[src/design/pixel_pkg.sv]
// pixel field widths, zone count and zone index width
package pixel_pkg;

    // coordinates and optical centers
    localparam int COORD_W = 16;

    // per-sample payload
    localparam int DEPTH_W = 16;
    localparam int CONF_W  = 16;

    // radial zones
    localparam int NUM_ZONES = 16;
    localparam int ZONE_W    = 4;

    // radius-squared zone limits
    localparam int RSQ_W = 18;

endpackage

[src/design/coord_xform.sv]
// stage 1 affine fixed-point coordinate mapping with per-camera matrix select
module coord_xform #(
    parameter int PRECISION = 6
) (
    input  logic                          in,
    input  logic                          rst_n_i,
    input  logic                          pix_valid_i,
    input  logic                          pix_cam_i,
    input  logic [pixel_pkg::COORD_W-1:0] pix_x_i,
    input  logic [pixel_pkg::COORD_W-1:0] pix_y_i,
    input  logic [pixel_pkg::DEPTH_W-1:0] pix_depth_i,
    input  logic [pixel_pkg::CONF_W-1:0]  pix_conf_i,
    input  logic signed [10+PRECISION:0]  matrix_i [2][2][3],
    output logic                          s1_valid_o,
    output logic [pixel_pkg::COORD_W-1:0] s1_x_o,
    output logic [pixel_pkg::COORD_W-1:0] s1_y_o,
    output logic [pixel_pkg::COORD_W-1:0] s1_mx_o,
    output logic [pixel_pkg::COORD_W-1:0] s1_my_o,
    output logic [pixel_pkg::DEPTH_W-1:0] s1_depth_o,
    output logic [pixel_pkg::CONF_W-1:0]  s1_conf_o
);
    import pixel_pkg::*;

    localparam int CW = 11 + PRECISION;
    // product width plus two guard bits for the three-term sum
    localparam int ACC_W = COORD_W + 1 + CW + 2;

    logic signed [COORD_W:0] sx;
    logic signed [COORD_W:0] sy;
    logic signed [ACC_W-1:0] acc_x;
    logic signed [ACC_W-1:0] acc_y;
    logic [ACC_W-1:0]        mx_full;
    logic [ACC_W-1:0]        my_full;

    // coordinates are unsigned, widen before the signed multiply
    assign sx = signed'({1'b0, pix_x_i});
    assign sy = signed'({1'b0, pix_y_i});

    always_comb begin
        acc_x = matrix_i[pix_cam_i][0][0] * sx
              + matrix_i[pix_cam_i][0][1] * sy
              + matrix_i[pix_cam_i][0][2];
        acc_y = matrix_i[pix_cam_i][1][0] * sx
              + matrix_i[pix_cam_i][1][1] * sy
              + matrix_i[pix_cam_i][1][2];
        mx_full = acc_x >>> PRECISION;
        my_full = acc_y >>> PRECISION;
    end

    always_ff @(posedge in) begin
        if (!rst_n_i) begin
            s1_valid_o <= 1'b0;
        end else begin
            s1_valid_o <= pix_valid_i;
        end
        // truncate mapped point to coordinate width
        s1_mx_o    <= mx_full[COORD_W-1:0];
        s1_my_o    <= my_full[COORD_W-1:0];
        s1_x_o     <= pix_x_i;
        s1_y_o     <= pix_y_i;
        s1_depth_o <= pix_depth_i;
        s1_conf_o  <= pix_conf_i;
    end

endmodule

[config.mk]
export PLATFORM = sky130hd
export DESIGN_NAME = coord_xform
export DESIGN_NICKNAME = d
export VERILOG_FILES = /design/src/design/pixel_pkg.sv /design/src/design/coord_xform.sv
export SDC_FILE = /design/constraint.sdc
export NUM_CORES = 2
export LEC_CHECK = 0
export BUFFER_PORTS_ARGS = -buffer_cell sky130_fd_sc_hd__buf_4
export CORE_MARGIN = 2
export CORE_UTILIZATION = 40
export DETAILED_ROUTE_END_ITERATION = 10
export HOLD_SLACK_MARGIN = 0.12
export PLACE_DENSITY = 0.6
export SLEW_MARGIN = 20
export SYNTH_ARGS = -nofsm -noshare
export SYNTH_HDL_FRONTEND = slang
export SYNTH_SLANG_ARGS = --single-unit
[constraint.sdc]
create_clock -name in -period 10.3 [get_ports in]
set_clock_uncertainty 0.15 [all_clocks]
set_input_delay 1.03 -clock in [delete_from_list [all_inputs] [get_ports in]]
set_output_delay 1.03 -clock in [all_outputs]
set_load 0.1 [all_outputs]
; ---- Word level (Yosys, flattened, before mapping)
; Cells that the tools add are included.
[word_totals]
inputBits = 272
register_bits = 97
n_memories = 0
latchBits = 0
out_inout_bits = 97
ramBits = 0
romBits = 0
wordCells = 20
[classes]
n_shift = 0
eq_ne = 0
n_reduce_logical = 0
n_mul = 4
n_addsub = 4
muxes = 3
bitwise = 1
div = 0
magnitude_cmp = 1
[op_table]
columns = operator, n
row1 = 102-bit two-way mux, 3
row2 = 17-bit by 17-bit multiplier with 22-bit output, 4
row3 = 22-bit by 17-bit adder with 22-bit output, 2
row4 = 22-bit adder, 2
row5 = 2-bit >= comparator (second input constant), 1
row6 = 1-bit NOT with 2-bit output, 1

; ---- Logic depth before layout (Yosys ltp)
[depth]
word_depth = 7
depth_mapped = 31

; ---- Worst setup path after synthesis
; Ideal clock, no wire load.
[synth_timing]
path_kind = input port to flip-flop
start = input pix_cam_i
end = register s1_my_o[15] (netlist name)
n_path_buf = 5
cell_stages = 27
arrival_time_ns = 8.059
required_time_ns = 10.078
path_slack_ns = 2.019
path_cell_list = buf_6 -> buf_12 -> buf_6 -> buf_2 -> mux2_2 -> clkbuf_1 -> and2_1 -> fa_1 -> inv_1 -> fa_1 -> inv_1 -> fa_1 -> ha_1 -> fa_1 -> fa_1 -> inv_1 -> fa_1 -> fa_1 -> inv_1 -> ha_1 -> a21o_1 -> a21o_1 -> a311oi_1 -> o32ai_1 -> o211a_1 -> a311oi_1 -> xnor2_1
[synth_between]
elab_chain_len = 7
elab_cells_between_ends = 8
cone_classes = add/sub (2) / mul (2) / mux (3) / bitwise (1)
[synth_rtl]
columns = element, line
row1 = start: declaration, coord_xform.sv:8  ; input logic pix_cam_i,
row2 = 1-bit NOT with 2-bit output (not written as such) *, "coord_xform.sv:43, coord_xform.sv:44, coord_xform.sv:45"
row3 = 102-bit two-way mux (not written as such) *, coord_xform.sv:45  ; + matrix_i[pix_cam_i][1][2];
row4 = 102-bit two-way mux (not written as such) *, coord_xform.sv:44  ; + matrix_i[pix_cam_i][1][1] * sy
row5 = 102-bit two-way mux (not written as such) *, coord_xform.sv:43  ; acc_y = matrix_i[pix_cam_i][1][0] * sx
row6 = "17-bit by 17-bit multiplier with 22-bit output, on equally long branches", "coord_xform.sv:43, coord_xform.sv:44"
row7 = 22-bit adder, coord_xform.sv:44
row8 = 22-bit by 17-bit adder with 22-bit output *, coord_xform.sv:45
row9 = named net acc_y[21], coord_xform.sv:31  ; logic signed [ACC_W-1:0] acc_y;
row10 = end signal: assignment, coord_xform.sv:58  ; s1_my_o <= my_full[COORD_W-1:0];
row11 = end: declaration, coord_xform.sv:18  ; output logic [pixel_pkg::COORD_W-1:0] s1_my_o,
; Mark *: on every way through the listed nets, which the timed path passes. The rest lies on a longest branch. The select of a mux whose other input is x is not followed.
; A chain may end at the register's enable or synchronous reset.

; ---- Worst setup path after layout
[layout_timing]
start = input pix_cam_i
end = register s1_mx_o[15] (netlist name)
[layout_between]
elab_chain_len = 7
elab_cells_between_ends = 8
cone_classes = add/sub (2) / mul (2) / mux (3) / bitwise (1)
[layout_rtl]
columns = element, line
row1 = 1-bit NOT with 2-bit output (not written as such) *, "coord_xform.sv:40, coord_xform.sv:41, coord_xform.sv:42"
row2 = 102-bit two-way mux * (3 in series), n/a
row3 = "17-bit by 17-bit multiplier with 22-bit output, on equally long branches", "coord_xform.sv:40, coord_xform.sv:41"
row4 = 22-bit adder, coord_xform.sv:41  ; + matrix_i[pix_cam_i][0][1] * sy
row5 = 22-bit by 17-bit adder with 22-bit output *, coord_xform.sv:42  ; + matrix_i[pix_cam_i][0][2];
row6 = named net acc_x[21], coord_xform.sv:30  ; logic signed [ACC_W-1:0] acc_x;
row7 = end signal: assignment, coord_xform.sv:57  ; s1_mx_o <= mx_full[COORD_W-1:0];
row8 = end: declaration, coord_xform.sv:17  ; output logic [pixel_pkg::COORD_W-1:0] s1_mx_o,
; Marks and branches as above.

==> results.sh <==
export IMPL_outcome="finished clean"
export IMPL_worstPathArrival_ns=8.73
export IMPL_cap_viol_max_count=0
export IMPL_synth_top_area_share_pct=48.2
export IMPL_synth_edf_count=0
export IMPL_synthTopCellsByCount="858 x inv_1, 762 x fa_1, 472 x and2_1, 336 x nand2_1, 240 x ha_1"
export IMPL_gr_total_overflow=0
export IMPL_setup_viol=0
export IMPL_grt_pass1_wl_mm=145
export IMPL_final_cells=4615
export IMPL_fp_dieW_um=285
export IMPL_wl_per_cell_um=19.8
export IMPL_gp_congestion=0.892
export IMPL_cts_buffers=9
export IMPL_end_kind="register"
export IMPL_synthXorXnorAreaFrac_pct=3.92
export IMPL_critical_path_top_delay_family="adder cells"
export IMPL_worstPathCellList="buf_4 > buf_12 > mux2_2 > and2_1 > fa_1 > fa_1 > inv_1 > fa_1 > inv_1 > ha_1 > ha_1 > fa_1 > inv_1 > fa_1 > fa_1 > inv_1 > ha_1 > a21o_1 > a2111o_1 > a211oi_1 > a21o_1 > a21oi_1 > a311oi_1 > xnor3_1"
export IMPL_max_stage_delay_ns=0.55
export IMPL_htreeDepth=3
export IMPL_n_antenna_cell=0
export IMPL_critPathKind="in -> reg"
export IMPL_boundaryPins=369
export IMPL_viasPerCell=4.75
export IMPL_synth_simple_area_share_pct=15.4
export IMPL_die_area_mm2=0.0814
export IMPL_vias=21900
export IMPL_die_y_um=285
export IMPL_grt_usage_pct=23.6
export IMPL_tns_ns=0
export IMPL_seq_area_frac_synth_pct=6.14
export IMPL_ant_nets=0
export IMPL_clock_fmax_ghz=0.117
export IMPL_ys_top_cells_by_area="fa_1 48%, inv_1 10%, ha_1 9.5%"
export IMPL_finalMaxSlewViolations=0
export IMPL_dp_cells=4599
export IMPL_post_cts_resized=0
export IMPL_post_cts_setup_buffers=0
export IMPL_min_period_ns=8.54
export IMPL_layout_drive_gt1_share_pct=13.7
export IMPL_worst_pin_slew_ns=0.970
export IMPL_crit_slowest_cell="mux2_2"
export IMPL_antenna_found_initial=3
export IMPL_drt_initial_drc_count=926
export IMPL_async_flop_share_pct=0
export IMPL_crit_top_cell="fa_1"
export IMPL_core_mm2=0.0786
export IMPL_synth_cells=3307
export IMPL_timing_final_hold_violations=0
export IMPL_post_synth_cell_area_avg_um2=9.57
export IMPL_root_buffer="clkbuf_16"
export IMPL_grt_max_degree=51
export IMPL_drc_errors=0
export IMPL_drt_pass1_iterations=5
export IMPL_synth_cell_types=50
export IMPL_clkSinkCount=97
export IMPL_yosys_area_top_type="fa_1"
export IMPL_synth_area_mm2=0.0317
export IMPL_initial_utilization_pct=40.3
export IMPL_num_rows=103
export IMPL_finalCritPeriodShare_pct=82.9
export IMPL_required_ns=10.48
export IMPL_cts_tree="yes"
export IMPL_maxSlewHeadroom_pct=33.4
export IMPL_synth_most_common_cell="inv_1"
export IMPL_hpwl_mm=75.6
export IMPL_hold_buffers=0
export IMPL_synth_fa_ha_area_share_pct=57.7
export IMPL_synth_compound_gate_area_share_pct=1.16
export IMPL_final_util_pct=45.2
export IMPL_postRouteWirelength_mm=91.5
export IMPL_nNetsFinal=4834
export IMPL_path_clk_slew_ns=0.13
export IMPL_area_growth_pct=12.4
export IMPL_grt_pass1_vias=24900
export IMPL_ys_ff_latch=97
export IMPL_crit_buf_inv=6
export IMPL_synth_top_family_by_area="adder cells"
export IMPL_startpoint_type="primary input"
export IMPL_critPathMaxFanout=50
export IMPL_yosys_warnings=0
export IMPL_synth_flop_cell="dfxtp_1"
export IMPL_hold_class="in -> reg"
export IMPL_placement_io_buffers=368
export IMPL_synth_mux_area_share_pct=3.73
export IMPL_cts_path_max_buffers=2
export IMPL_hold_slack_ns=0.549
export IMPL_rsz0062_at_grt="no"
export IMPL_syn_num_nets=4581
layout make-up:
| cell class | count | area (um2) |
|---|---|---|
| Inverter | 858 | 3220 |
| Clock buffer | 9 | 225 |
| Multi-Input combinational cell | 2215 | 25900 |
| Sequential cell | 97 | 1940 |
| Timing Repair Buffer | 379 | 2860 |
| Tap cell | 1050 | 1310 |
| Fill cell | 7773 | 43000 |
| Clock inverter | 7 | 96.3 |
state kept, by name, indices dropped and copies added, names as in the netlist:
| register | cells |
|---|---|
| s1_y_o | 16 |
| s1_x_o | 16 |
| s1_conf_o | 16 |
| s1_my_o | 16 |
| s1_depth_o | 16 |
| s1_mx_o | 16 |
| s1_valid_o | 1 |
kinds of logic (layout without fill, tap and decap cells):
| family | Yosys count | in the layout |
|---|---|---|
| AOI/OAI and AO/OA | 55 | 55 |
| xor gates and xnor gates | 133 | 133 |
| adders and majority gates | 1002 | 1002 |
| buffers and inverters | 995 | 1253 |
| DFF | 97 | 97 |
| muxes | 103 | 103 |
| and+or+nand+nor | 922 | 922 |
routing by layer:
metal / vias up / part of all wire [%] / GRT usage, %
met5: - / 0 / 0
met4: 0 / 2.9 / 6.90
met3: 119 / 3.7 / 2.02
met2: 528 / 53 / 43.0
met1: 11400 / 41 / 29.7
li1: 9900 / - / -
through the flow:
stage / area, um2 / setup slack [ns]
floorplan: 31700 / 2.02
global placement: 35200 / 1.38
detailed placement: 35200 / 1.32
CTS: 35600 / 1.79
global route: 35600 / 1.40
finish: 35600 / 1.76
final timing paths:
path                         from              to  slack (ns)  depth (start not counted)
hold / removal    pix_depth_i[14]  s1_depth_o[14]        0.55                          1
setup / recovery        pix_cam_i     s1_mx_o[15]        1.76                         24
cell usage in the layout, fill, tap and decap left out, types with 3 or more instances in the layout:
master	count
nor2_1	26
xnor2_1	103
xnor3_1	5
a21o_1	5
xor2_1	24
a21oi_1	16
a311oi_1	3
nand2b_1	15
o21ai_0	9
dfxtp_1	97
ha_1	240
or3_1	3
inv_1	858
a211oi_1	3
a31o_2	3
mux2_2	75
o21a_1	7
clkbuf_16	9
buf_4	378
mux2i_1	15
nor3_1	7
nor2b_1	52
and2_1	472
fa_1	762
mux2_4	11
nand2_1	336
Power is left out: the tool's default activity adds up to more than one toggle a clock period on the data nets, which glitch-free logic cannot reach.
