==> src/design/cfg_map_pkg.sv <==
// command address map, command widths and the command data word union
package cfg_map_pkg;

    localparam int CMD_ADDR_W = 16;
    localparam int CMD_DATA_W = 32;

    // base addresses, zone tables span 16 words from their base
    localparam logic [15:0] ADDR_DEPTH_MAX   = 16'h0000;
    localparam logic [15:0] ADDR_MATRIX_CAM0 = 16'h0010;
    localparam logic [15:0] ADDR_MATRIX_CAM1 = 16'h0020;
    localparam logic [15:0] ADDR_CONF_MIN    = 16'h0050;
    localparam logic [15:0] ADDR_COL_CENTER  = 16'h0060;
    localparam logic [15:0] ADDR_ROW_CENTER  = 16'h0061;
    localparam logic [15:0] ADDR_RSQ         = 16'h0070;
    // roi corners take two words each, row then column
    localparam logic [15:0] ADDR_ROI_PRE     = 16'h0080;
    localparam logic [15:0] ADDR_ROI_POST    = 16'h0082;

    // matrix coefficient, only the low 11+PRECISION bits are kept
    typedef struct packed {
        logic [CMD_DATA_W-19:0] pad;
        logic signed [17:0]     coeff;
    } coeff_view_t;

    // plain value, upper bits extend the rsq limits
    typedef struct packed {
        logic [CMD_DATA_W-17:0] upper;
        logic [15:0]            value;
    } value_view_t;

    typedef union packed {
        coeff_view_t coeff_view;
        value_view_t value_view;
    } cmd_word_u;

endpackage

==> src/design/pixel_pkg.sv <==
// pixel field widths, zone count and zone index width
package pixel_pkg;

    // coordinates and optical centers
    localparam int COORD_W = 16;

    // per-sample payload
    localparam int DEPTH_W = 16;
    localparam int CONF_W  = 16;

    // radial zones
    localparam int NUM_ZONES = 16;
    localparam int ZONE_W    = 4;

    // radius-squared zone limits
    localparam int RSQ_W = 18;

endpackage

==> src/design/config_controller.sv <==
// configuration register file with command capture, address decode and defaults
module config_controller #(
    parameter int PRECISION = 6
) (
    input  logic                               in,
    input  logic                               rst_n_i,
    input  logic                               cmd_valid_i,
    input  logic [cfg_map_pkg::CMD_ADDR_W-1:0] cmd_addr_i,
    input  logic [cfg_map_pkg::CMD_DATA_W-1:0] cmd_data_i,
    output logic signed [10+PRECISION:0]       matrix_o [2][2][3],
    output logic [pixel_pkg::COORD_W-1:0]      roi_pre_corner_o [2],
    output logic [pixel_pkg::COORD_W-1:0]      roi_post_corner_o [2],
    output logic [pixel_pkg::COORD_W-1:0]      col_center_o,
    output logic [pixel_pkg::COORD_W-1:0]      row_center_o,
    output logic [pixel_pkg::RSQ_W-1:0]        rsq_o [pixel_pkg::NUM_ZONES],
    output logic [pixel_pkg::CONF_W-1:0]       conf_min_o [pixel_pkg::NUM_ZONES],
    output logic [pixel_pkg::DEPTH_W-1:0]      depth_max_o [pixel_pkg::NUM_ZONES]
);
    import cfg_map_pkg::*;
    import pixel_pkg::*;

    localparam int CW = 11 + PRECISION;
    localparam logic signed [CW-1:0] COEFF_ONE = CW'(1 << PRECISION);
    localparam logic [COORD_W-1:0] CENTER_DEFAULT = COORD_W'(200);

    logic                  cmd_valid_q;
    logic [CMD_ADDR_W-1:0] cmd_addr_q;
    cmd_word_u             cmd_q;

    // command capture stage
    always_ff @(posedge in) begin
        if (!rst_n_i) begin
            cmd_valid_q <= 1'b0;
        end else begin
            cmd_valid_q <= cmd_valid_i;
        end
        cmd_addr_q <= cmd_addr_i;
        cmd_q      <= cmd_data_i;
    end

    // register file, written one edge after capture
    always_ff @(posedge in) begin
        if (!rst_n_i) begin
            // identity matrices for both cameras
            for (int c = 0; c < 2; c++) begin
                for (int r = 0; r < 2; r++) begin
                    for (int k = 0; k < 3; k++) begin
                        matrix_o[c][r][k] <= (r == k) ? COEFF_ONE : '0;
                    end
                end
            end
            roi_pre_corner_o  <= '{default: '0};
            roi_post_corner_o <= '{default: '0};
            col_center_o      <= CENTER_DEFAULT;
            row_center_o      <= CENTER_DEFAULT;
            // rsq ramp of 4096 per zone
            for (int z = 0; z < NUM_ZONES; z++) begin
                rsq_o[z]       <= RSQ_W'((z + 1) * 4096);
                conf_min_o[z]  <= '0;
                depth_max_o[z] <= DEPTH_W'(16'h7fff);
            end
        end else if (cmd_valid_q) begin
            // matrix words through the signed coefficient view
            // offsets 6..8 would be the projective row and fall through
            for (int c = 0; c < 2; c++) begin
                for (int r = 0; r < 2; r++) begin
                    for (int k = 0; k < 3; k++) begin
                        if (cmd_addr_q == ((c == 0) ? ADDR_MATRIX_CAM0 : ADDR_MATRIX_CAM1)
                                          + CMD_ADDR_W'(3 * r + k)) begin
                            matrix_o[c][r][k] <= cmd_q.coeff_view.coeff[CW-1:0];
                        end
                    end
                end
            end
            // zone tables through the unsigned value view
            for (int z = 0; z < NUM_ZONES; z++) begin
                if (cmd_addr_q == ADDR_DEPTH_MAX + CMD_ADDR_W'(z)) begin
                    depth_max_o[z] <= cmd_q.value_view.value;
                end
                if (cmd_addr_q == ADDR_CONF_MIN + CMD_ADDR_W'(z)) begin
                    conf_min_o[z] <= cmd_q.value_view.value;
                end
                if (cmd_addr_q == ADDR_RSQ + CMD_ADDR_W'(z)) begin
                    rsq_o[z] <= {cmd_q.value_view.upper[RSQ_W-17:0], cmd_q.value_view.value};
                end
            end
            // centers and roi corners, index 0 is the row
            case (cmd_addr_q)
                ADDR_COL_CENTER:        col_center_o <= cmd_q.value_view.value;
                ADDR_ROW_CENTER:        row_center_o <= cmd_q.value_view.value;
                ADDR_ROI_PRE:           roi_pre_corner_o[0] <= cmd_q.value_view.value;
                ADDR_ROI_PRE + 16'd1:   roi_pre_corner_o[1] <= cmd_q.value_view.value;
                ADDR_ROI_POST:          roi_post_corner_o[0] <= cmd_q.value_view.value;
                ADDR_ROI_POST + 16'd1:  roi_post_corner_o[1] <= cmd_q.value_view.value;
                default: ;
            endcase
        end
    end

endmodule

==> config.mk <==
export PLATFORM = sky130hd
export DESIGN_NAME = config_controller
export DESIGN_NICKNAME = d
export VERILOG_FILES = /design/src/design/cfg_map_pkg.sv /design/src/design/pixel_pkg.sv /design/src/design/config_controller.sv
export SDC_FILE = /design/constraint.sdc
export NUM_CORES = 2
export LEC_CHECK = 0
export BUFFER_PORTS_ARGS = -buffer_cell sky130_fd_sc_hd__buf_2
export CAP_MARGIN = 15
export CORE_AREA = 5 5 442 444
export CTS_CLUSTER_SIZE = 10
export DETAILED_ROUTE_END_ITERATION = 16
export DIE_AREA = 0 0 447 449
export SLEW_MARGIN = 15
export SYNTH_ARGS = -nofsm -noshare
export SYNTH_HDL_FRONTEND = slang
export SYNTH_SLANG_ARGS = --single-unit
==> constraint.sdc <==
create_clock -name in -period 2.5 [get_ports in]
set_clock_uncertainty 0.15 [all_clocks]
set_input_delay 0.25 -clock in [delete_from_list [all_inputs] [get_ports in]]
set_output_delay 0.25 -clock in [all_outputs]
set_load 0.005 [all_outputs]
Word-level counts from Yosys, hierarchy flattened --
Cells that the tools add are included.
Storage, ports and cells: register bits after elaboration 1135, input bits 51, output and inout port bits 1100, logic and storage cells 201
Operators by class: equality and inequality tests 65, reduce and logical (&&, ||, !) cells 67
Operators by type and width (count):
- equality test 16 x 7 -> 1 bit (second input constant) | 34
- AND reduction 2 bit | 66
- equality test 16 x 4 -> 1 bit (second input constant) | 8
- equality test 16 x 5 -> 1 bit (second input constant) | 6
- equality test 16 x 6 -> 1 bit (second input constant) | 6
- equality test 16 x 3 -> 1 bit (second input constant) | 4
- equality test 16 x 8 -> 1 bit (second input constant) | 4
- equality test 16 x 2 -> 1 bit (second input constant) | 2
- equality test 16 x 1 -> 1 bit (second input constant) | 1
- logical NOT 16 bit | 1

Logic depth before layout (Yosys ltp) --
depth in word-level cells 2, gate-level depth with buffers 8, mapped depth without buffers 4

Worst setup path after synthesis --
Ideal clock, no wire load.
path type register to register, from reg cmd_addr_q[9], to reg matrix_o[40] (netlist bit), library setup time 0.072 ns, data arrival time 2.020 ns, data required time 2.278 ns, slack 0.258 ns, cell stages (with the launch flop) 8, cells stage by stage dfxtp_1 > or4_4 > buf_6 > or3_1 > buf_6 > nor2_8 > buf_12 > mux2i_1
On the way: longest elaborated chain between the ends 2
Ends and longest elaborated chain:
- from (decl) | RTL line config_controller.sv:27 | logic [CMD_ADDR_W-1:0] cmd_addr_q;
- from (signal assigned) | RTL line config_controller.sv:37 | cmd_addr_q <= cmd_addr_i;
- equality test 16 x 6 -> 1 bit | RTL line config_controller.sv:68 | if (cmd_addr_q == ((c == 0) ? ADDR_MATRIX_CAM0 : ADDR_MATRIX_CAM1)
- AND reduction 2 bit (no line)
- to (signal, indexed assignment) | RTL line config_controller.sv:48 | matrix_o[c][r][k] <= (r == k) ? COEFF_ONE : '0;
- to (signal, indexed assignment) | RTL line config_controller.sv:70 | matrix_o[c][r][k] <= cmd_q.coeff_view.coeff[CW-1:0];
- to (decl) | RTL line config_controller.sv:10 | output logic signed [10+PRECISION:0] matrix_o [2][2][3],
Every way passes these cells. A chain may end at the register's enable or synchronous reset.

Final worst setup path --
from reg cmd_addr_q[9], to reg rsq_o[10] (netlist bit)
On the way: longest elaborated chain between the ends 2
Ends and longest elaborated chain:
- equality test 16 x 7 -> 1 bit | RTL line config_controller.sv:83 | if (cmd_addr_q == ADDR_RSQ + CMD_ADDR_W'(z)) begin
- AND reduction 2 bit (no line)
- to (signal, indexed assignment) | RTL line config_controller.sv:58 | rsq_o[z] <= RSQ_W'((z + 1) * 4096);
- to (signal, indexed assignment) | RTL line config_controller.sv:84 | rsq_o[z] <= {cmd_q.value_view.upper[RSQ_W-17:0], cmd_q.value_view.value};
- to (decl) | RTL line config_controller.sv:15 | output logic [pixel_pkg::RSQ_W-1:0] rsq_o [pixel_pkg::NUM_ZONES],
Every way passes these cells.

==> summary.txt <==
STATUS
-------------------------------------------------------------------------------
Result of the run ................................................    completed

PWR
-------------------------------------------------------------------------------
Proportion of power drawn by combinational gates .................        0.037
Cell-internal power ..............................................     28900 µW
P_leak ...........................................................    0.0268 µW
Worst voltage drop across the vdd grid ...........................       484 µV
Clock network power share ........................................        0.484
Sw Ratio .........................................................        0.238
Switching pwr ....................................................      9040 µW
Power Dens Cells .................................................   678 nW/µm²
Sequential group share of total power ............................        0.479

PLACE
-------------------------------------------------------------------------------
HPWL Detailed ....................................................    126000 µm
Post-Place Setup Slack ...........................................    -0.137 ns
IO Port Bufs .....................................................         1136
Placer congestion estimate .......................................        0.790

STA
-------------------------------------------------------------------------------
Post-route worst hold slack ......................................     0.301 ns
Worst Max-Slew Pin Slew ..........................................     0.931 ns
Minimum setup slack in the final design ..........................    0.0851 ns
Number of hold-slack violations in the final timing report .......            0
Pins over their slew limit .......................................            0
Total of endpoints with negative setup slack in the final report .            0
Period utilisation layout ........................................        0.966
Final min period .................................................      2.41 ns
Final-layout setup total negative slack ..........................         0 ns
Fmax achieved ....................................................      414 MHz
Unrepaired setup endpoints after global routing ..................           no
Worst slew margin ................................................        0.380

FLOORPLANNING
-------------------------------------------------------------------------------
Area of the core .................................................   191000 µm²
Number of ports placed on the die boundary .......................         1151
Floorplan die area ...............................................   201000 µm²
Number of placement rows .........................................          161
Width of the chip ................................................       447 µm
Vertical die dimension ...........................................       449 µm
Starting Density .................................................        0.216

WORST SETUP PATH
-------------------------------------------------------------------------------
CP Capture Type ..................................................     register
Startpoint kind of the worst setup timing path ...................     register
Crit-path max FO .................................................           18
Crit Path Class .................................................. register to register
Slowest stage cell, crit path ....................................        or4_4
Critical path required time ......................................      2.98 ns
Worst path arrival time ..........................................      2.90 ns
Worst R2R Setup Slack ............................................      0.09 ns
Cell Chain, Critical Path ........................................ or4_4, buf_4, nor3_4, buf_12, nand2_4, mux2i_1
Biggest cell delay along the critical path .......................      0.65 ns

CELLS AND AREA
-------------------------------------------------------------------------------
Ratio of cells with drive above 1 in the final layout ............        0.314
Fin util .........................................................        0.293
Final Net Count ..................................................         5079
Syn-to-layout area delta .........................................        35.4%
Most frequent cells in the layout ................................ dfxtp_1, buf_2, mux2i_1

YOSYS
-------------------------------------------------------------------------------
Number of synthesized register bits ..............................         1135
Synthesized Nets .................................................         3880
Post-synth top flop ..............................................      dfxtp_1
Synthesized area per cell ........................................     10.8 µm²
Area leader, netlist .............................................      dfxtp_1
Total of warnings raised by yosys ................................            0
Netlist area before placement ....................................    41400 µm²
Synth cell types .................................................           42
Number of enable flip-flop cells after synthesis .................            0
Largest cells by area after synthesis ............................ dfxtp_1, mux2i_1, nand2_1
Cell count after synthesis .......................................         3829
Fraction of the yosys area taken by sequential cells .............        0.549
Async set-or-reset flop fraction in the synthesized netlist ......            0
Yosys top cell area share ........................................        0.549

CLOCKING
-------------------------------------------------------------------------------
TritonCTS clock tree .............................................         done
H-tree levels ....................................................            4
Largest buffer count on any clock path ...........................            3
CTS Root Buffer Type .............................................    clkbuf_16
Inserted Clock Buffers ...........................................          138
Number of sinks handled by clock tree synthesis ..................         1135
Worst-path clk slew ..............................................      0.05 ns
Clock latency on the worst-skew pair .............................      0.80 ns

DETAILED ROUTING
-------------------------------------------------------------------------------
Router iterations before antenna repair ..........................            5
Antenna violation net count after detailed routing ...............            0
Total routed wirelength ..........................................    179000 µm
Starting DRC count in detailed routing ...........................         1884
Avg WL per Cell ..................................................      23.5 µm
Count of unresolved DRC violations after routing .................            0
Number of vias per cell ..........................................         4.24
Vias .............................................................        32200

GRT
-------------------------------------------------------------------------------
Number of global-route vias before repair ........................        32100
Pin count of the biggest net entering global routing .............          203
Antenna violations before repair .................................           14
First-pass GRT wire length .......................................    245000 µm
Aggregate global-route resource usage ............................        0.170
Overflow left after global routing ...............................            0

MIN PATH
-------------------------------------------------------------------------------
Min-Delay Path Class ............................................. register to register

FLOW RUN
-------------------------------------------------------------------------------
Number of maximum-capacitance constraint violations ..............            0

## registers in the layout, summed over array words and instances (netlist names), 18 cells and up
name / cells
roi_pre_corner_o: 32
conf_min_o: 256
rsq_o: 288
cmd_q: 18
matrix_o: 204
depth_max_o: 256
roi_post_corner_o: 32
## critical path, delay by kind of cell (launching register included)
kind	cells	cell delay, ns
simple gates	3	1.10
flops	1	0.32
buf+inv	2	0.44
mux	1	0.19
## power by group through the flow
stage / Clock (µW) / Combinational (µW) / Sequential [µW]
global placement: 0 / 1330 / 18600
global route: 19600 / 1470 / 18200
finish: 18400 / 1410 / 18200
CTS: 18900 / 1440 / 18200
floorplan: 0 / 579 / 18500
detailed placement: 0 / 1340 / 18600
## area by class of cell
| cell class | count | area (µm²) |
|---|---|---|
| Tap cell | 2526 | 3160 |
| Inverter | 3 | 11.3 |
| Clock inverter | 25 | 415 |
| Multi-Input combinational cell | 2364 | 17300 |
| Clock buffer | 156 | 3580 |
| Antenna cell | 13 | 32.5 |
| Sequential cell | 1135 | 22700 |
| Fill cell | 19900 | 135000 |
| Timing Repair Buffer | 1386 | 8790 |
## synth_stat cells (4+ instances only)
library cell and instances:
nand2_2 10, nand2b_1 6, nand3_1 12, nor2_8 11, clkbuf_1 226, mux2i_1 1085, o21ai_0 11, buf_2 45
or3_1 5, o311ai_0 5, buf_1 14, buf_12 6, nor2_2 11, nor2b_1 286, nor3_1 7, dfxtp_1 1135
buf_6 18, nand3b_1 4, buf_4 15, a21oi_1 6, nand2_1 845, nor2_1 11, nand2_4 18
## cells by family (layout without fill, tap and decap cells)
group / after synthesis / in the layout / share of synthesized area
flops: 1135 / 1135 / 0.549
buf+inv: 330 / 1570 / 0.0391
other cells: 0 / 13 / 0
compound gates: 26 / 26 / 0.00384
mux: 1085 / 1085 / 0.263
simple gates: 1253 / 1253 / 0.145
## through the flow
| step | total power, µW | instances | instance area [µm²] |
|---|---|---|---|
| CTS | 38500 | 7595 | 55900 |
| floorplan | 19100 | 3829 | 41400 |
| global route | 39300 | 7601 | 56000 |
| detailed placement | 19900 | 7340 | 51200 |
| global placement | 19900 | 7340 | 51200 |
| finish | 38000 | 7608 | 56000 |
## final timing paths
| check | start | endpoint | cells past startpoint |
|---|---|---|---|
| setup / recovery | cmd_addr_q[9] | rsq_o[10] | 6 |
| hold / removal | matrix_o[190] | matrix_o[190] | 2 |
| setup reg to reg | cmd_addr_q[9] | rsq_o[10] | 6 |
| hold reg to reg | matrix_o[190] | matrix_o[190] | 2 |
## metal layers
layer / share of wire / vias up / track usage
met5: 0 / - / 0
met4: 0.034 / 0 / 0.0610
met3: 0.058 / 278 / 0.0407
met2: 0.50 / 1002 / 0.300
met1: 0.41 / 16000 / 0.199
li1: - / 15000 / -
## repair_timing
item	CTS	global route
hold buffers	71	0
setup endpoints to repair	240	47
gates cloned	0	1
buffers inserted	3	0
pin swaps	1	0
hold endpoints to repair	157	0
resized for setup	2	5
Note: power is estimated with default switching activity, not from simulation.
