## config.mk

```make
export PLATFORM = sky130hd
export DESIGN_NAME = roi_window
export DESIGN_NICKNAME = d
export VERILOG_FILES = /design/src/design/pixel_pkg.sv /design/src/design/roi_window.sv
export SDC_FILE = /design/constraint.sdc
export NUM_CORES = 1
export LEC_CHECK = 0
export ABC_CLOCK_PERIOD_IN_PS = 3100
export CORE_ASPECT_RATIO = 0.8
export CORE_UTILIZATION = 47
export CTS_BUF_LIST = sky130_fd_sc_hd__clkbuf_4 sky130_fd_sc_hd__clkbuf_8 sky130_fd_sc_hd__clkbuf_16
export CTS_CLUSTER_SIZE = 25
export DETAILED_ROUTE_END_ITERATION = 6
export DONT_BUFFER_PORTS = 1
export PLACE_DENSITY = 0.67
export SLEW_MARGIN = 20
export SYNTH_ARGS = -nofsm -noshare
export SYNTH_HDL_FRONTEND = slang
export SYNTH_SLANG_ARGS = --single-unit
```

## constraint.sdc

```tcl
create_clock -name in -period 3.1 [get_ports in]
set_input_delay 0.62 -clock in [delete_from_list [all_inputs] [get_ports in]]
set_output_delay 0.62 -clock in [all_outputs]
set_load 0.02 [all_outputs]
```

## src/design/pixel_pkg.sv

```systemverilog
// pixel field widths, zone count and zone index width
package pixel_pkg;

    // coordinates and optical centers
    localparam int COORD_W = 16;

    // per-sample payload
    localparam int DEPTH_W = 16;
    localparam int CONF_W  = 16;

    // radial zones
    localparam int NUM_ZONES = 16;
    localparam int ZONE_W    = 4;

    // radius-squared zone limits
    localparam int RSQ_W = 18;

endpackage

```

## src/design/roi_window.sv

```systemverilog
// stage 2 roi boundaries and inside tests for raw and mapped coordinates
module roi_window #(
    parameter int PRE_ROI_H  = 480,
    parameter int PRE_ROI_W  = 512,
    parameter int POST_ROI_H = 480,
    parameter int POST_ROI_W = 512
) (
    input  logic                          in,
    input  logic                          rst_n_i,
    input  logic [pixel_pkg::COORD_W-1:0] s1_x_i,
    input  logic [pixel_pkg::COORD_W-1:0] s1_y_i,
    input  logic [pixel_pkg::COORD_W-1:0] s1_mx_i,
    input  logic [pixel_pkg::COORD_W-1:0] s1_my_i,
    input  logic [pixel_pkg::COORD_W-1:0] roi_pre_corner_i [2],
    input  logic [pixel_pkg::COORD_W-1:0] roi_post_corner_i [2],
    output logic                          s2_in_roi_o
);
    import pixel_pkg::*;

    // one extra bit so corner plus dimension cannot wrap
    logic [COORD_W:0] pre_bottom;
    logic [COORD_W:0] pre_right;
    logic [COORD_W:0] post_bottom;
    logic [COORD_W:0] post_right;
    logic             in_pre;
    logic             in_post;

    // lower bound inclusive, upper bound exclusive
    function automatic logic in_span(input logic [COORD_W-1:0] lo,
                                     input logic [COORD_W:0]   hi,
                                     input logic [COORD_W-1:0] v);
        return ({1'b0, v} >= {1'b0, lo}) && ({1'b0, v} < hi);
    endfunction

    assign pre_bottom  = {1'b0, roi_pre_corner_i[0]} + (COORD_W + 1)'(PRE_ROI_H);
    assign pre_right   = {1'b0, roi_pre_corner_i[1]} + (COORD_W + 1)'(PRE_ROI_W);
    assign post_bottom = {1'b0, roi_post_corner_i[0]} + (COORD_W + 1)'(POST_ROI_H);
    assign post_right  = {1'b0, roi_post_corner_i[1]} + (COORD_W + 1)'(POST_ROI_W);

    // raw point against pre roi, mapped point against post roi
    assign in_pre  = in_span(roi_pre_corner_i[0], pre_bottom, s1_y_i)
                   & in_span(roi_pre_corner_i[1], pre_right, s1_x_i);
    assign in_post = in_span(roi_post_corner_i[0], post_bottom, s1_my_i)
                   & in_span(roi_post_corner_i[1], post_right, s1_mx_i);

    always_ff @(posedge in) begin
        if (!rst_n_i) begin
            s2_in_roi_o <= 1'b0;
        end else begin
            s2_in_roi_o <= in_pre & in_post;
        end
    end

endmodule

```

---- After elaboration in Yosys (flattened, before gate mapping) ----
Index checks and enable logic that the tools add are counted.
word-level totals
  bits in registers ....................... 1
  latch bits .............................. 0
  memory bits (writable) .................. 0
  memory bits (read-only) ................. 0
  input port bits ......................... 130
  output and inout bits ................... 1
  word-level logic and storage cells ...... 20
  memories kept ........................... 0
operators by class
  add/sub/neg operators ................... 4
  multiply operators ...................... 0
  divide/modulo/power cells ............... 0
  $lt $le $gt $ge ......................... 8
  equality and inequality tests ........... 0
  shifts and indexed selects .............. 0
  muxes and demuxes ....................... 0
  bitwise operators ....................... 3
  reduce and logical (&&, ||, !) cells .... 4
operator list
  operator                                         number
  less-than comparator 16 x 17 -> 1 bit            4
  >= comparator 16 bit                             4
  adder 16 x 10 -> 17 bit (second input constant)  2
  adder 16 x 9 -> 17 bit (second input constant)   2
  logical AND 1 bit                                4
  bitwise AND 1 bit                                3

---- Depth between registers and ports, before layout ----
Gate-level depths: netlist of run 1.
  depth after elaboration ................. 5
  mapped depth ............................ 13
  mapped depth without buffers ............ 13

---- Worst setup path before layout of run 1 ----
No wires, ideal clock.
  path kind ............................... input to register
  from .................................... in roi_post_corner_i[21] (netlist bit)
  to ...................................... reg s2_in_roi_o
  library setup time ...................... 0.061 ns
  arrival ................................. 2.638 ns
  required time ........................... 3.039 ns
  slack ................................... 0.400 ns
  cell stages on the path ................. 10
  buffers on the path ..................... 0
  cells stage by stage .................... inv_1 > ha_1 > and3_1 > nor3_1 > nand3_1 > xnor2_1 > ha_1 > a2111o_1 > a2111oi_2 > and4b_1
on the way
  longest elaborated chain between the ends .. 5
  elaborated cells between the ends (all ways) .. 6
  classes of those cells .................. 1 x add/sub; 2 x order compare; 2 x bitwise; 1 x reduce/logical
ends and longest elaborated chain
  item                                   RTL line          RTL
  start: declaration                     roi_window.sv:15  input logic [pixel_pkg::COORD_W-1:0] roi_post_corner_i [2],
  adder 16 x 9 -> 17 bit                 roi_window.sv:37  assign post_bottom = {1'b0, roi_post_corner_i[0]} + (COORD_W + 1)'(POST_ROI_H);
  less-than comparator 16 x 17 -> 1 bit  roi_window.sv:32  return ({1'b0, v} >= {1'b0, lo}) && ({1'b0, v} < hi);
  logical AND 1 bit *                    roi_window.sv:32
  bitwise AND 1 bit *                    roi_window.sv:44  & in_span(roi_post_corner_i[1], post_right, s1_mx_i);
  bitwise AND 1 bit *                    roi_window.sv:50  s2_in_roi_o <= in_pre & in_post;
  end signal: assignment                 roi_window.sv:50
  end: declaration                       roi_window.sv:16  output logic s2_in_roi_o
Mark *: on every way between the ends. The rest lies on a longest branch, timed or not.
A chain may end at the register's enable or synchronous reset.

---- Final worst setup path of run 1 ----
  from .................................... in roi_pre_corner_i[25] (netlist bit)
  to ...................................... reg s2_in_roi_o
on the way
  longest elaborated chain between the ends .. 5
  elaborated cells between the ends (all ways) .. 6
  classes of those cells .................. 1 x add/sub; 2 x order compare; 2 x bitwise; 1 x reduce/logical
ends and longest elaborated chain
  item                                   RTL line          RTL
  start: declaration                     roi_window.sv:14  input logic [pixel_pkg::COORD_W-1:0] roi_pre_corner_i [2],
  adder 16 x 9 -> 17 bit                 roi_window.sv:35  assign pre_bottom = {1'b0, roi_pre_corner_i[0]} + (COORD_W + 1)'(PRE_ROI_H);
  less-than comparator 16 x 17 -> 1 bit  roi_window.sv:32
  logical AND 1 bit *                    roi_window.sv:32
  bitwise AND 1 bit *                    roi_window.sv:42  & in_span(roi_pre_corner_i[1], pre_right, s1_x_i);
  bitwise AND 1 bit *                    roi_window.sv:50
Marks and branches as above.

==> results of run 1 <==
==> Yosys cell counts, types with 2 or more instances <==
master | n | area [µm²]
nand3_1 | 17 | 85.1
a21oi_1 | 27 | 135
nor4_1 | 4 | 25.0
nor2b_1 | 5 | 31.3
nor2_1 | 16 | 60.1
a21o_1 | 14 | 105
o211ai_1 | 5 | 37.5
ha_1 | 104 | 1300
a221oi_1 | 2 | 17.5
and3_1 | 4 | 25.0
a211o_1 | 2 | 17.5
a2111oi_0 | 5 | 43.8
xnor2_1 | 28 | 245
o21a_1 | 5 | 37.5
and4b_1 | 3 | 30.0
a31oi_1 | 2 | 12.5
nand2b_1 | 7 | 43.8
nand4_1 | 11 | 68.8
nor3_1 | 12 | 60.1
nand2_1 | 7 | 26.3
o21ai_0 | 27 | 135
inv_1 | 66 | 248
a211oi_1 | 9 | 67.6
o2111ai_1 | 3 | 26.3
==> metrics by stage <==
stage                     total power [µW]  setup WS [ns]  util (%)  std cells
after floorplan                        331          0.400         -        401
after global placement                 400          0.194      51.8        482
after detailed placement               409          0.100      51.8        482
after CTS                              414         0.0945      51.8        482
after global routing                   482        0.00978      51.9        482
final                                  413          0.268      51.9        482
==> kinds of logic after synthesis <==
| kind of cell | after synthesis |
|---|---|
| flops | 1 |
| compound gates | 109 |
| fa+ha+maj | 104 |
| xor+xnor | 28 |
| simple gates | 92 |
| buf+inv | 67 |
==> layout make-up <==
type / instances / area (µm²)
Fill cell: 635 / 2920
Tap cell: 81 / 101
Multi-Input combinational cell: 333 / 2780
Inverter: 67 / 253
Sequential cell: 1 / 20.0
==> power by group through the flow <==
stage / logic, µW / registers [µW] / clock network (µW)
after floorplan: 318 / 13.2 / 0
after global placement: 387 / 13.3 / 0
after detailed placement: 396 / 13.3 / 0
after CTS: 401 / 13.3 / 0
after global routing: 468 / 13.3 / 0
final: 400 / 13.3 / 0
==> worst paths after layout <==
path | from | depth (start not counted) | slack (ns) | end
worst min-delay path | s2_in_roi_o | 0 | 0.97 | s2_in_roi_o
worst max-delay path | roi_pre_corner_i[25] | 10 | 0.27 | s2_in_roi_o
==> per-layer routing <==
metal  up-vias  track usage (%)
li1       1479                -
met5         -                0
met1      1231             28.2
met3         2             3.48
met4         0            0.694
met2        74             34.7
==> results.yml, run 1 <==
clock_tree:
  cts_resized: 0
  clk_pin_slew_worst_paths_ns: 0
  hold_buffers: 0
  postCtsSetupBuffers: 0
power_and_ir_drop:
  power.internal_uw: 206
  clkPwrFrac_pct: 0
  power_leakage_uw: 0.00163
  swShare_pct: 50.2
  p_seq_share_pct: 3.2
  p_per_area_nw_per_um2: 131
  combPwrFrac_pct: 96.8
  vdd_ir_drop_max_uv: 60.4
  p_switching_uw: 207
timing:
  worstMarginPinSlew_ns: 0.488
  final-hold-violation-count: 0
  hold_ws_ns: 0.972
  rsz0062_at_grt: "false"
  setup_violations: 0
  final.min_clock_period_ns: 2.83
  max_freq_mhz: 353
  timing.final.crit_share_pct: 91.4
  slew_headroom_pct: 66.6
  maxSlewViolCount: 0
  setup_tns_ns: 0
placement:
  dpl_cell_area_um2: 3150
  gp_congestion: 0.903
  hpwl_um: 6550
  place.port_buffers: 0
yosys:
  async_reset_ff_share_pct: 0
  synthMuxAreaShare_pct: 0
  yosys_warnings: 0
  syn_inst: 401
  synth_adder_area_share_pct: 42.7
  syn_nets: 635
  synthSimpleGateAreaFrac_pct: 17.1
  syn-cell-area_um2: 3040
  avgSynthCellArea_um2: 7.59
  synth-compound-area-share_pct: 23.2
  synth_top_family_by_area: "adder cells"
  synth_edf_count: 0
  synth-main-ff-cell: "dfxtp_1"
  synth_cell_type_count: 40
  synth_xor_area_share_pct: 8.06
  seq_area_frac_synth_pct: 0.658
  ys_seq_elements: 1
critical_path:
  crit_chain: "inv_1 -> nor4_1 -> nand3_1 -> nor2_1 -> xnor2_1 -> ha_1 -> nand4_1 -> or4_1 -> o32ai_1 -> and4b_1"
  cpLargestDelayFamily: "simple AND/OR/NAND/NOR gates"
  arrival_ns: 2.71
  worst-endpoint-required_ns: 2.98
  critPathBufInv: 1
  start_kind: "input port"
  critPathSlowestCell: "or4_1"
  max_stage_delay_ns: 0.53
  crit_fanout: 4
  critical_path_class: "input port to register"
  end_kind: "register"
outcome:
  status: "finished clean"
final_layout:
  drive_gt1_share_pct: 1.75
  final_cell_mix: "ha_1 (104), inv_1 (66), xnor2_1 (28)"
  top_regs: "s2_in_roi_o x1"
  num_antenna_cells: 0
  area_growth_pct: 3.53
  largest_reg_flops: 1
  layout_commonest_cell: "ha_1"
  nets: 637
  postLayoutCellArea_um2: 3150
  regMostFlops: "s2_in_roi_o"
global_routing:
  grt_max_degree: 6
  grt_pass1_vias: 2697
  gr-total-overflow: 0
  grt_pass1_wl_um: 11600
  grtUsageTotal_pct: 20.3
  grt_antenna_before_repair: 0
detailed_routing:
  top_layer: "met4"
  drtIter0Drc: 50
  via_per_inst: 5.78
  drtAntennaViolNets: 0
  routed_wl_um: 7020
  route.met3.wl_um: 522
  detail_route.first_pass.iterations: 6
  drc: 0
  wl_met1_um: 3410
  num_vias: 2786
  wl_met2_um: 3060
  wire_per_inst_um: 14.6
die:
  start_util_pct: 50.2
  dieArea_um2: 6800
  die_w_um: 92.0
  ios: 131
  die_y_um: 74.0
  fp-row-count: 25
  core_um2: 6070
worst_hold_path:
  hold_class: "register to primary output"
job:
  max_cap_violations: 0
No activity file was read; power rests on OpenSTA's default activity.
==> run 2: changes to the inputs <==
- CORE_UTILIZATION: 47 -> 45
- PLACE_DENSITY: 0.67 -> 0.58
==> run 2 against run 1 <==
  * Sequential share of layout area about the same
  * Utilization down 3.0 points
  * Sequential power about the same
  * Critical path type unchanged
  * Critical path depth unchanged
  * Total power up 1.6%
  * Critical endpoint unchanged
  * Via count down 0.18%
  * Global-route usage down 0.84 points
  * Hold slack better by 0.010 ns
  * Die area up 4.3%
==> results.yml, run 2 (same netlist as run 1, synthesis figures left out) <==
die:
  fp-row-count: 26
  die_y_um: 75.6
  start_util_pct: 47.0
  core_um2: 6470
  ios: 131
  die_w_um: 94.0
  dieArea_um2: 7100
placement:
  hpwl_um: 6660
  gp_congestion: 0.878
  dp_cells: 486
  place.port_buffers: 0
clock_tree:
  cts_resized: 0
  postCtsSetupBuffers: 0
  clk_pin_slew_worst_paths_ns: 0
  hold_buffers: 0
power_and_ir_drop:
  p_seq_share_pct: 3.2
  combPwrFrac_pct: 96.8
  power.internal_uw: 209
  p_per_area_nw_per_um2: 132
  vdd_ir_drop_max_uv: 51.5
  swShare_pct: 50.2
  clkPwrFrac_pct: 0
  power_leakage_uw: 0.00164
  p_switching_uw: 211
final_layout:
  regMostFlops: "s2_in_roi_o"
  multi_input_area_um2: 2780
  num-fill-cells: 682
  fin_cells: 486
  num_antenna_cells: 0
  top_regs: "s2_in_roi_o x1"
  nets: 638
  area_growth_pct: 4.03
  seqCellArea_um2: 20.0
  largest_reg_flops: 1
  drive_gt1_share_pct: 2.24
  final_cell_mix: "ha_1 (104), inv_1 (66), xnor2_1 (28)"
  layout_commonest_cell: "ha_1"
detailed_routing:
  drc: 0
  num_vias: 2781
  via_per_inst: 5.72
  drtIter0Drc: 56
  detail_route.first_pass.iterations: 4
  drtAntennaViolNets: 0
  wire_per_inst_um: 14.5
  routed_wl_um: 7040
timing:
  final-hold-violation-count: 0
  slew_headroom_pct: 69.3
  setup_tns_ns: 0
  timing.final.crit_share_pct: 92.9
  maxSlewViolCount: 0
  worstMarginPinSlew_ns: 0.456
  setup_violations: 0
  final.min_clock_period_ns: 2.88
  max_freq_mhz: 347
global_routing:
  gr-total-overflow: 0
  grtUsageTotal_pct: 19.4
  grt_antenna_before_repair: 0
  grt_pass1_wl_um: 11400
  grt_max_degree: 6
  grt_pass1_vias: 2733
job:
  max_cap_violations: 0
critical_path:
  end_kind: "register"
  start_kind: "input port"
  arrival_ns: 2.76
  worst-endpoint-required_ns: 2.98
  crit_fanout: 4
  critical_path_class: "input port to register"
outcome:
  status: "finished clean"
worst_hold_path:
  hold_class: "register to primary output"
## run 2: cell types whose count changed in the layout (fill, tap and decap cells not counted)
| cell | before | now |
|---|---|---|
| a2111oi_1 | 1 | 0 |
| nor3_2 | 2 | 3 |
| nor3_1 | 11 | 10 |
| buf_4 | 0 | 1 |
| a2111oi_0 | 4 | 5 |
## run 2: layout make-up
class,instances,share of cell area [%]
inverters,67,7.98
repair buffers,1,0.237
multi-input cells,333,87.8
flip-flops and latches,1,0.632
well taps,84,3.32
## run 2: worst paths after layout
path	from	end	slack, ns	depth (start not counted)
setup / recovery	roi_pre_corner_i[25]	s2_in_roi_o	0.22	10
hold / removal	s2_in_roi_o	s2_in_roi_o	0.98	0
## run 2: worst max-delay path, stage by stage
cell and delay (ns):
inv_1 0.07, nor4_1 0.46, nand3_1 0.13, nor2_1 0.15, xnor2_1 0.08, ha_1 0.29
nand4_1 0.09, or4_1 0.51, o32ai_1 0.13, and4b_1 0.22
## run 2: metal layers
metal | track usage [%] | part of all wire, % | up-vias
li1 | - | - | 1482
met4 | 0 | 0 | 0
met1 | 26.8 | 48 | 1228
met2 | 34.1 | 44 | 71
met3 | 2.99 | 7.3 | 0
met5 | 0 | 0 | -
## run 2: power groups by stage
stage          sequential [µW]  clock [µW]  combinational (µW)
2_1_floorplan             13.2           0                 318
3_3_place_gp              13.3           0                 398
3_5_place_dp              13.3           0                 402
4_1_cts                   13.3           0                 407
5_1_grt                   13.3           0                 479
6_report                  13.3           0                 406
## run 2: stage by stage
step                      setup WS [ns]  hold WS [ns]  power, µW  instance area (µm²)  utilization, %
final                             0.220         0.982        420                 3170            48.9
after global routing           -0.00886         0.988        493                 3170            48.9
after CTS                         0.120         0.981        420                 3160            48.8
after detailed placement          0.131         0.981        416                 3160            48.8
after global placement            0.214         0.980        412                 3160            48.8
after floorplan                   0.400         0.959        331                 3040               -
==> run 3: changes to the inputs <==
- CORE_UTILIZATION: 45 -> 43
- GPL_TIMING_DRIVEN: not set -> 0
- PLACE_DENSITY: 0.58 -> 0.56
==> run 3 against run 2 <==
  * Maximum frequency up 0.38%
  * Setup slack improved by 0.011 ns
  * Hold slack got worse by 0.022 ns
  * Routed wire length shrank 2.6%
  * Die area increased by 4.5%
  * Design area decreased by 0.12%
  * Cell count rose by 0.41%
  * Sequential cell count stayed put
  * First-iteration DRC count decreased by 20%
  * Critical path depth stayed put
  * Combinational power is 2% lower
  * Global-route usage fell by 1.4 points
==> results.yml, run 3 (same netlist as run 1, synthesis figures left out) <==
clock_tree:
  clk_pin_slew_worst_paths_ns: 0
  hold_buffers: 0
job:
  max_cap_violations: 0
timing:
  maxSlewViolCount: 0
  rsz0062_at_grt: "false"
  max_freq_mhz: 349
  final-hold-violation-count: 0
  slew_headroom_pct: 62.8
  final.min_clock_period_ns: 2.87
  hold_ws_ns: 0.961
  worstMarginPinSlew_ns: 0.544
  timing.final.crit_share_pct: 92.6
  setup_tns_ns: 0
  setup_violations: 0
global_routing:
  grt_antenna_before_repair: 0
  grt_max_degree: 6
  grt_pass1_wl_um: 11100
  gr-total-overflow: 0
  grt_pass1_vias: 2651
  met1_usage_pct: 24.6
  grt_most_used_layer: "met2"
  use_met3_pct: 2.98
  grtUsageTotal_pct: 18.1
  gr-usage-met2_pct: 30.8
final_layout:
  utilization_pct: 46.1
  area_growth_pct: 3.90
  nets: 637
  regMostFlops: "s2_in_roi_o"
  layout_commonest_cell: "ha_1"
  drive_gt1_share_pct: 2.00
  fin_cells: 488
  largest_reg_flops: 1
  final_cell_mix: "ha_1 (104), inv_1 (66), xnor2_1 (28)"
  top_regs: "s2_in_roi_o x1"
  num_antenna_cells: 0
placement:
  place.port_buffers: 0
  gp_congestion: 0.815
  dp_cells: 488
  hpwl_um: 6540
critical_path:
  cpLargestDelayFamily: "simple AND/OR/NAND/NOR gates"
  end_kind: "register"
  crit_chain: "inv_1 -> nor4_1 -> nand3_1 -> nor2_1 -> xnor2_1 -> ha_1 -> nand4_1 -> or4_1 -> o32ai_1 -> and4b_1"
  crit_fanout: 4
  start_kind: "input port"
  worst-endpoint-required_ns: 2.98
  critPathBufInv: 1
  critPathSlowestCell: "or4_1"
  critical_path_class: "input port to register"
  max_stage_delay_ns: 0.54
  arrival_ns: 2.75
die:
  fp-row-count: 27
  dieArea_um2: 7420
  die_w_um: 96.1
  die_y_um: 77.3
  core_um2: 6860
  start_util_pct: 44.4
  ios: 131
outcome:
  status: "finished clean"
worst_hold_path:
  hold_class: "register to primary output"
power_and_ir_drop:
  p_per_area_nw_per_um2: 130
  power_leakage_uw: 0.00163
  vdd_ir_drop_max_uv: 51.2
detailed_routing:
  drc: 0
  routed_wl_um: 6860
  drtIter0Drc: 45
  num_vias: 2785
  detail_route.first_pass.iterations: 6
  via_per_inst: 5.71
  wire_per_inst_um: 14.1
  drtAntennaViolNets: 0
run 3: cell count changes in the layout (fill, tap and decap cells not counted), sizes merged:
| cell | change |
|---|---|
| buf | -1 |
run 3: power by group:
group          internal, µW  switching (µW)  total (µW)
Clock                     0               0           0
Combinational           191             206         397
Sequential             13.2          0.0645        13.2
run 3: layer usage:
layer	wire, µm	share of wire [%]	vias to the layer above
met5	0	0	-
met4	23	0.34	0
met3	583	8.5	4
met2	2950	43	89
met1	3300	48	1210
li1	-	-	1482
run 3: worst paths after layout:
check,cells past startpoint,start,slack [ns],endpoint
max,10,roi_pre_corner_i[25],0.23,s2_in_roi_o
min,0,s2_in_roi_o,0.96,s2_in_roi_o
run 3: final cells by class:
class / instances / area, µm²
inverters: 67 / 253
well taps: 87 / 109
multi-input cells: 333 / 2780
fillers: 727 / 3690
flip-flops and latches: 1 / 20.0
run 3: repair_timing:
action	CTS	global route
gates resized for setup	0	2
buffers inserted	0	0
endpoints found under the setup margin	0	1
run 3: per-stage QoR:
stage	total power (µW)	setup WS (ns)	cell area, µm²
finish	411	0.231	3160
global route	482	0.0282	3160
CTS	414	0.0450	3150
detailed placement	409	0.0412	3150
global placement	405	0.0778	3150
floorplan	331	0.400	3040
